--- config.mk ---
export PLATFORM = sky130hd
export DESIGN_NAME = io_port_controller
export DESIGN_NICKNAME = d
export VERILOG_FILES = /design/src/rtl/io_bus_pkg.sv /design/src/rtl/io_periph_pkg.sv /design/src/rtl/io_decoder.sv /design/src/rtl/io_port_controller.sv /design/src/rtl/io_readback.sv /design/src/rtl/irq_controller.sv /design/src/rtl/timer_channel.sv
export VERILOG_INCLUDE_DIRS = /design/src /design/src/rtl
export SDC_FILE = /design/constraint.sdc
export NUM_CORES = 1
export LEC_CHECK = 0
export BUFFER_PORTS_ARGS = -buffer_cell sky130_fd_sc_hd__buf_2
export CORE_ASPECT_RATIO = 0.6
export CORE_MARGIN = 5
export CORE_UTILIZATION = 56
export CTS_CLUSTER_DIAMETER = 120
export DETAILED_ROUTE_END_ITERATION = 8
export PLACE_DENSITY = 0.77
export SYNTH_ARGS = -nofsm -noshare
export SYNTH_HDL_FRONTEND = slang
export SYNTH_HIERARCHICAL = 1
export SYNTH_SLANG_ARGS = --single-unit
--- constraint.sdc ---
create_clock -name CLK -period 2.45 [get_ports CLK]
set_input_delay 0.3675 -clock CLK [delete_from_list [all_inputs] [get_ports CLK]]
set_output_delay 0.3675 -clock CLK [all_outputs]
set_load 0.02 [all_outputs]
--- src/rtl/io_defines.svh ---
`ifndef IO_DEFINES_SVH
`define IO_DEFINES_SVH

// cpu bus widths
`define IO_DATA_BITS 16
`define IO_ADDR_BITS 16

// top nibble of the address selects a 4 KB page
`define IO_PAGE_BITS 4

// register offset inside a page, low address bits
`define IO_REG_BITS 4

// timers sit on pages 0 .. IO_NUM_TIMERS-1
`define IO_NUM_TIMERS 4
`define IO_IRQ_PAGE 7

`endif

--- src/rtl/io_bus_pkg.sv ---
`default_nettype none

`include "io_defines.svh"

package io_bus_pkg;

	typedef logic [`IO_PAGE_BITS-1:0] io_page_t;

	// one cpu bus cycle as seen by the port controller
	typedef struct packed {
		logic [`IO_ADDR_BITS-1:0] addr;
		logic [`IO_DATA_BITS-1:0] wdata;
		logic                     wr;   // write strobe
		logic                     rd;   // read request
	} io_req_t;

	// registered read select, one cycle behind the address
	typedef struct packed {
		io_page_t page;
		logic     hit;  // page is mapped
	} io_rsel_t;

	function automatic io_page_t page_of(input logic [`IO_ADDR_BITS-1:0] addr);
		return addr[`IO_ADDR_BITS-1 -: `IO_PAGE_BITS];
	endfunction

endpackage

`default_nettype wire

--- src/rtl/io_periph_pkg.sv ---
`default_nettype none

`include "io_defines.svh"

package io_periph_pkg;

	// timer control word, only the two low bits are defined
	typedef struct packed {
		logic [`IO_DATA_BITS-3:0] rsvd;         // reads zero
		logic                     reload_mode;  // 1 reload, 0 one-shot
		logic                     enable;
	} timer_ctrl_t;

	// offsets within a timer page
	typedef enum logic [`IO_REG_BITS-1:0] {
		CTRL   = 4'd0,
		RELOAD = 4'd1,
		COUNT  = 4'd2   // read only
	} timer_reg_e;

	// offsets within the interrupt page
	typedef enum logic [`IO_REG_BITS-1:0] {
		PENDING = 4'd0,  // write 1 to clear
		MASK    = 4'd1
	} irq_reg_e;

	// one wrap pulse per timer channel
	typedef logic [`IO_NUM_TIMERS-1:0] timer_evt_t;

endpackage

`default_nettype wire

--- src/rtl/io_decoder.sv ---
`timescale 1ns/10ps
`default_nettype none

`include "io_defines.svh"

module io_decoder (
	input  logic                      CLK,
	input  logic                      RSTb,
	input  io_bus_pkg::io_req_t       req,
	output logic [`IO_NUM_TIMERS-1:0] timer_wr,
	output logic                      irq_wr,
	output io_bus_pkg::io_rsel_t      rsel
);

	import io_bus_pkg::*;

	io_page_t page;
	logic     hit;

	// memory map
	//   page 0 .. NUM_TIMERS-1 : timer channels
	//   page IO_IRQ_PAGE       : interrupt controller
	//   anything else          : reads zero, writes dropped
	always_comb begin
		page     = page_of(req.addr);
		timer_wr = '0;
		irq_wr   = 1'b0;
		hit      = 1'b0;

		for (int i = 0; i < `IO_NUM_TIMERS; i++) begin
			if (page == io_page_t'(i)) begin
				timer_wr[i] = req.wr;
				hit         = 1'b1;
			end
		end

		if (page == io_page_t'(`IO_IRQ_PAGE)) begin
			irq_wr = req.wr;
			hit    = 1'b1;
		end
	end

	// page and hit follow the read word into the next cycle
	always_ff @(posedge CLK) begin
		if (!RSTb) begin
			rsel <= '0;
		end else begin
			rsel.page <= page;
			rsel.hit  <= hit;
		end
	end

endmodule

`default_nettype wire

--- src/rtl/io_port_controller.sv ---
`timescale 1ns/10ps
`default_nettype none

`include "io_defines.svh"

module io_port_controller (
	input  logic                     CLK,
	input  logic                     RSTb,
	input  logic [`IO_ADDR_BITS-1:0] address,
	input  logic [`IO_DATA_BITS-1:0] data_in,
	input  logic                     mem_wr,
	input  logic                     mem_rd,
	output logic [`IO_DATA_BITS-1:0] data_out,
	output logic                     interrupt
);

	import io_bus_pkg::*;
	import io_periph_pkg::*;

	io_req_t                   req;
	io_rsel_t                  rsel;
	logic [`IO_NUM_TIMERS-1:0] timer_wr;
	logic                      irq_wr;
	logic [`IO_DATA_BITS-1:0]  timer_rdata [`IO_NUM_TIMERS];
	logic [`IO_DATA_BITS-1:0]  irq_rdata;
	timer_evt_t                timer_evt;

	assign req = '{addr: address, wdata: data_in, wr: mem_wr, rd: mem_rd};

	io_decoder u_decoder (
		.CLK      (CLK),
		.RSTb     (RSTb),
		.req      (req),
		.timer_wr (timer_wr),
		.irq_wr   (irq_wr),
		.rsel     (rsel)
	);

	for (genvar i = 0; i < `IO_NUM_TIMERS; i++) begin : g_timer
		timer_channel u_timer (
			.CLK   (CLK),
			.RSTb  (RSTb),
			.req   (req),
			.wr    (timer_wr[i]),
			.rdata (timer_rdata[i]),
			.evt   (timer_evt[i])
		);
	end

	irq_controller u_irq (
		.CLK       (CLK),
		.RSTb      (RSTb),
		.req       (req),
		.wr        (irq_wr),
		.evt       (timer_evt),
		.rdata     (irq_rdata),
		.interrupt (interrupt)
	);

	io_readback u_readback (
		.CLK         (CLK),
		.RSTb        (RSTb),
		.req         (req),
		.rsel        (rsel),
		.timer_rdata (timer_rdata),
		.irq_rdata   (irq_rdata),
		.data_out    (data_out)
	);

endmodule

`default_nettype wire

--- src/rtl/io_readback.sv ---
`timescale 1ns/10ps
`default_nettype none

`include "io_defines.svh"

module io_readback (
	input  logic                     CLK,
	input  logic                     RSTb,
	input  io_bus_pkg::io_req_t      req,
	input  io_bus_pkg::io_rsel_t     rsel,
	input  logic [`IO_DATA_BITS-1:0] timer_rdata [`IO_NUM_TIMERS],
	input  logic [`IO_DATA_BITS-1:0] irq_rdata,
	output logic [`IO_DATA_BITS-1:0] data_out
);

	import io_bus_pkg::*;

	io_page_t                 page;
	logic [`IO_DATA_BITS-1:0] word;
	logic [`IO_DATA_BITS-1:0] hold_q;

	// non-timer pages take the irq word; rsel.hit drops the unmapped ones later
	always_comb begin
		page = page_of(req.addr);
		word = irq_rdata;
		for (int i = 0; i < `IO_NUM_TIMERS; i++) begin
			if (page == io_page_t'(i))
				word = timer_rdata[i];
		end
	end

	always_ff @(posedge CLK) begin
		if (!RSTb)
			hold_q <= '0;
		else
			hold_q <= word;  // sampled every cycle, rd or not
	end

	assign data_out = rsel.hit ? hold_q : '0;

endmodule

`default_nettype wire

--- src/rtl/irq_controller.sv ---
`timescale 1ns/10ps
`default_nettype none

`include "io_defines.svh"

module irq_controller (
	input  logic                      CLK,
	input  logic                      RSTb,
	input  io_bus_pkg::io_req_t       req,
	input  logic                      wr,
	input  io_periph_pkg::timer_evt_t evt,
	output logic [`IO_DATA_BITS-1:0]  rdata,
	output logic                      interrupt
);

	import io_periph_pkg::*;

	timer_evt_t              pending_q;
	timer_evt_t              mask_q;
	timer_evt_t              clr;
	logic [`IO_REG_BITS-1:0] offs;
	logic                    wr_pending;
	logic                    wr_mask;

	assign offs       = req.addr[`IO_REG_BITS-1:0];
	assign wr_pending = wr && (offs == PENDING);
	assign wr_mask    = wr && (offs == MASK);

	// write 1 to clear
	assign clr = wr_pending ? req.wdata[`IO_NUM_TIMERS-1:0] : '0;

	always_ff @(posedge CLK) begin
		if (!RSTb) begin
			pending_q <= '0;
			mask_q    <= '0;
			interrupt <= 1'b0;
		end else begin
			pending_q <= (pending_q & ~clr) | evt;  // new event beats the clear
			if (wr_mask)
				mask_q <= req.wdata[`IO_NUM_TIMERS-1:0];

			// one cycle behind pending
			interrupt <= |(pending_q & mask_q);
		end
	end

	always_comb begin
		case (offs)
			PENDING: rdata = `IO_DATA_BITS'(pending_q);
			MASK:    rdata = `IO_DATA_BITS'(mask_q);
			default: rdata = '0;
		endcase
	end

endmodule

`default_nettype wire

--- src/rtl/timer_channel.sv ---
`timescale 1ns/10ps
`default_nettype none

`include "io_defines.svh"

module timer_channel (
	input  logic                     CLK,
	input  logic                     RSTb,
	input  io_bus_pkg::io_req_t      req,
	input  logic                     wr,
	output logic [`IO_DATA_BITS-1:0] rdata,
	output logic                     evt
);

	import io_periph_pkg::*;

	timer_ctrl_t              ctrl_q;
	timer_ctrl_t              ctrl_wr;
	logic [`IO_DATA_BITS-1:0] reload_q;
	logic [`IO_DATA_BITS-1:0] count_q;
	logic [`IO_REG_BITS-1:0]  offs;
	logic                     wr_ctrl;
	logic                     wr_reload;
	logic                     running;
	logic                     wrap;

	assign offs      = req.addr[`IO_REG_BITS-1:0];
	assign wr_ctrl   = wr && (offs == CTRL);
	assign wr_reload = wr && (offs == RELOAD);

	assign running = ctrl_q.enable && (count_q != '0);
	assign wrap    = running && (count_q == `IO_DATA_BITS'(1)); // last step to zero

	always_comb begin
		ctrl_wr      = req.wdata;
		ctrl_wr.rsvd = '0;  // undefined bits never stored
	end

	always_ff @(posedge CLK) begin
		if (!RSTb) begin
			ctrl_q   <= '0;
			reload_q <= '0;
			count_q  <= '0;
			evt      <= 1'b0;
		end else begin
			evt <= wrap && !wr_reload;  // a reload write cancels the wrap

			// one-shot drops enable when it reaches zero
			if (wr_ctrl)
				ctrl_q <= ctrl_wr;
			else if (ctrl_q.enable && !ctrl_q.reload_mode && (wrap || count_q == '0))
				ctrl_q.enable <= 1'b0;

			if (wr_reload) begin
				reload_q <= req.wdata;
				count_q  <= req.wdata;
			end else if (running) begin
				count_q <= count_q - 1'b1;
			end else if (ctrl_q.enable && ctrl_q.reload_mode) begin
				count_q <= reload_q;  // sitting at zero, start over
			end
		end
	end

	always_comb begin
		case (offs)
			CTRL:    rdata = ctrl_q;
			RELOAD:  rdata = reload_q;
			COUNT:   rdata = count_q;
			default: rdata = '0;
		endcase
	end

endmodule

`default_nettype wire

== Word-level counts from Yosys, hierarchy flattened ==
Index checks and enable logic that the tools add are counted.

* Add/subtract/negate cells: 4
* Reduce and logical (&&, ||, !) cells: 65
* Div/mod/pow operators: 0
* $mul: 0
* Multiplexer cells: 41
* Shift operators: 0
* Equality and inequality tests: 10
* Magnitude comparators: 0
* Bitwise logic cells: 4

{| class="wikitable"
|+ Operators by type and width
! kind !! number
|-
| two-way mux 16 bit || 17
|-
| one-hot mux 16 bit (3 select lines) || 4
|-
| == test 16 x 1 -> 1 bit (second input constant) || 4
|-
| zero test 16 bit || 4
|-
| nonzero test 16 bit || 4
|-
| subtractor 16 x 1 -> 16 bit (second input constant) || 4
|-
| logical AND 1 bit || 34
|-
| two-way mux 1 bit || 18
|-
| == test 4 x 2 -> 1 bit (second input constant) || 3
|-
| nonzero test 3 bit || 4
|-
| bitwise AND 4 bit || 2
|-
| == test 4 x 1 -> 1 bit (second input constant) || 2
|-
| zero test 1 bit || 8
|-
| zero test 4 bit || 2
|-
| one-hot mux 4 bit (2 select lines) || 1
|-
| nonzero test 2 bit || 4
|-
| == test 4 x 3 -> 1 bit (second input constant) || 1
|-
| logical OR 1 bit || 4
|-
| two-way mux 4 bit || 1
|-
| inverter 4 bit || 1
|-
| bitwise OR 4 bit || 1
|-
| OR reduction 4 bit || 1
|}

* Bits in writable memories: 0
* Memories: 0
* ROM bits: 0
* Latch bits: 0
* Output and inout bits: 17
* Bits in registers: 166

== Logic depth before layout (Yosys ltp) ==
* Depth in word-level cells: 7
* Mapped depth: 8
* Mapped depth without buffers: 7

== Cells and area by module ==
The synthesis kept the hierarchy.

{| class="wikitable"
|+ Modules (own cells, without submodules)
! module !! cells each !! area each (um2) !! times used !! sequential area each (um2)
|-
| timer_channel (g_timer[1].u_timer ...) || 270 || 2173.3 || 3 || 700.7
|-
| timer_channel (g_timer[0].u_timer) || 271 || 2157.1 || 1 || 700.7
|-
| io_readback || 164 || 1153.6 || 1 || 320.3
|-
| irq_controller || 62 || 543.0 || 1 || 180.2
|-
| io_decoder || 19 || 192.7 || 1 || 100.1
|}

== Worst setup path before layout ==
Ideal clock, no wire load.

* Kind: reg2reg
* Start point: register g_timer[0].u_timer.count_q[4]
* End point: register g_timer[0].u_timer.count_q[6]
* Setup slack: 0.156 ns
* Period minus slack after synthesis: 2.294 ns
* Required time: 2.318 ns
* Buffers on the path: 2
* Data arrival time: 2.161 ns
* Stages on the path, launching flop included: 8
* Cells stage by stage: dfxtp_1 > buf_6 > or4_4 > buf_6 > o41a_4 > mux2_1 > a22oi_1 > a21oi_1

* Cells in the longest elaborated chain, start to end: 4

{| class="wikitable"
|+ Ends and longest elaborated chain
! element !! line !! text
|-
| start, declared || timer_channel.sv:20 || <nowiki>logic [`IO_DATA_BITS-1:0] count_q;</nowiki>
|-
| start signal, assigned || timer_channel.sv:56 || <nowiki>count_q <= req.wdata;</nowiki>
|-
| start signal, assigned || timer_channel.sv:58 || <nowiki>count_q <= count_q - 1'b1;</nowiki>
|-
| start signal, assigned || timer_channel.sv:60 || <nowiki>count_q <= reload_q;</nowiki>
|-
| branches (longest 4 deep; another with subtractor 16 x 1 -> 16 bit) || - ||
|}

Parallel ways; which one is timed is not known.
A chain may end at the register's enable or synchronous reset.

== Final worst setup path ==
* Start point: register g_timer[3].u_timer.count_q[1]
* End point: register g_timer[3].u_timer.count_q[2]

* Cells in the longest elaborated chain, start to end: 4

{| class="wikitable"
|+ Ends and longest elaborated chain
! element !! line
|-
| start, declared || timer_channel.sv:20
|-
| start signal, assigned || timer_channel.sv:56
|-
| start signal, assigned || timer_channel.sv:58
|-
| start signal, assigned || timer_channel.sv:60
|-
| branches (longest 4 deep; another with subtractor 16 x 1 -> 16 bit) || -
|}

Parallel ways; which one is timed is not known.

==> flow_metrics.tcl <==
set metrics [dict create \
    outcome "completed" \
    grt_pass1_wl_mm 57.01 \
    grt_pass1_vias 9878 \
    layout.nets 1434 \
    fin_skew_ns 0.01246 \
    setup-violations-final 0 \
    min_path_type "in -> reg" \
    mostFrequentLayoutCells "181 x nand2_1, 166 x dfxtp_1, 132 x a21oi_1" \
    max-slew-margin-rel_pct 29.92 \
    core-area_sq_um 18210 \
    tritoncts "built" \
    io_pins 53 \
    p_leak_nw 4.436 \
    ys_warn_count 6 \
    r2r_start "g_timer[3].u_timer/count_q[1]" \
    worst_slew_pin_slew_ns 1.047 \
    clk_pin_slew_ns 0.07 \
    syn_avg_cell_area_sq_um 7.936 \
    ir_drop_v 0.0005114 \
    post-dp-hpwl_mm 25.35 \
    total_power_w 0.005791 \
    worstSetupStartpointType "flip-flop" \
    cts.sinks 166 \
    drt-pass1-iter-count 6 \
    min_from "address[14]" \
    hold_viol 0 \
    required_ns 2.77 \
    cts_buffers 17 \
    layout_commonest_cell "nand2_1" \
    worstSetupPathType "reg -> reg" \
    finalCritPeriodShare_pct 97.62 \
    crit_start "g_timer[3].u_timer/count_q[1]" \
    setup_slack_ns 0.05821 \
    place_ws_ns 0.07002 \
    syn_inst 1318 \
    path_max_fanout 9 \
    avgRoutedWirePerCell_um 22.24 \
    setup_tns_ns 0 \
    grt_max_degree 38 \
    drcViolationCount 0 \
    fin_cells 1640 \
    vias 11067 \
    cts.path.max_buffers 2 \
    ctsRootBufferMaster "clkbuf_16" \
    finish.instance_area_sq_um 11830 \
    placed_cells 1601 \
    timing.fmax_mhz 418.1 \
    cp-end-kind "flip-flop" \
    power.density_nw_per_um2 489.6 \
    antenna_found_initial 1 \
    die_h_um 115.9 \
    drt_iter0_drc 1822 \
    routabilityCongestion 1.003 \
    syn_to_final_growth_pct 13.09 \
    routed_via_density 6.748 \
    die_x_um 186.4 \
    drv_slew 0 \
    grt_remaining_overflow 0 \
    rows 38 \
    finalCriticalPeriod_ns 2.392 \
    io_buffers 43 \
    synth_area_sq_um 10460 \
    placed_cell_area_sq_um 11200 \
    grtUsageTotal_pct 33.04 \
    rsz0062_at_grt "false" \
    drtAntennaViolNets 0 \
    clock_latency_ns 0.44 \
    initial_core_util_pct 57.44 \
    drive_gt1_share_pct 19.01 \
    cp_data_arrival_time_ns 2.71 \
    die_area_sq_um 21600 \
    max-cap-violations 0 \
    wl_mm 36.47 \
    htree_levels 4 \
]
## sequential cells by signal (all words and copies together) (netlist names)
name,cells
u_irq/interrupt,1
g_timer.u_timer/evt,4
g_timer.u_timer/count_q,64
u_irq/pending_q,4
u_irq/mask_q,4
u_readback/hold_q,16
g_timer.u_timer/ctrl_q,8
u_decoder/rsel,1
g_timer.u_timer/reload_q,64
## worst max-delay path, cell delays in order (launching register included)
cell and delay [ns]:
dfxtp_1 0.31, inv_1 0.11, ha_1 0.20, or3b_4 0.43, o41a_4 0.57, mux2_1 0.37, a22oi_2 0.21, o21ai_1 0.07
## path summary, 6_finish.rpt
path	endpoint	slack (ns)	depth (start not counted)
min reg2reg	g_timer[3].u_timer/reload_q[13]	0.47	2
max reg2reg	g_timer[3].u_timer/count_q[2]	0.06	7
max	g_timer[3].u_timer/count_q[2]	0.06	7
min	u_decoder/rsel[0]	0.30	2
## through the flow
step           hold slack [ns]  utilization, %
3_5_place_dp            0.4626           61.50
6_report                0.3001           64.96
3_3_place_gp            0.4558           61.50
2_1_floorplan           0.4449               -
4_1_cts                 0.2825           64.53
5_1_grt                 0.2977           64.94
## power breakdown
| group | total [W] | switching (W) | leakage, nW | internal [W] |
|---|---|---|---|---|
| Combinational | 0.000464 | 0.000328 | 2.84 | 0.000136 |
| Clock | 0.00260 | 0.00123 | 0.254 | 0.00137 |
| Sequential | 0.00273 | 0.0000130 | 1.34 | 0.00272 |
| Total | 0.00579 | 0.00157 | 4.44 | 0.00422 |
## final cells by class
| type | count | area [sq um] |
|---|---|---|
| multi-input combinational | 1014 | 6436 |
| fill | 1605 | 6381 |
| sequential | 166 | 3323 |
| timing repair buffer | 155 | 1094 |
| clock buffer | 20 | 456.7 |
| tap | 240 | 300.3 |
| inverter | 32 | 120.1 |
| clock inverter | 12 | 96.34 |
| antenna | 1 | 2.502 |
## metal layers
| layer | vias to the layer above | wire [um] | global-route usage [%] |
|---|---|---|---|
| met4 | 2 | 1050 | 10.26 |
| met1 | 5211 | 15620 | 47.86 |
| met3 | 91 | 5313 | 11.98 |
| met5 | - | 12 | 0 |
| li1 | 5002 | - | - |
| met2 | 761 | 14470 | 45.58 |
## repair_timing
action	in CTS	in global routing
hold buffers	0	0
setup endpoints to repair	0	16
resized for setup	0	9
buffers inserted	0	6
No activity file was read; power rests on OpenSTA's default activity.
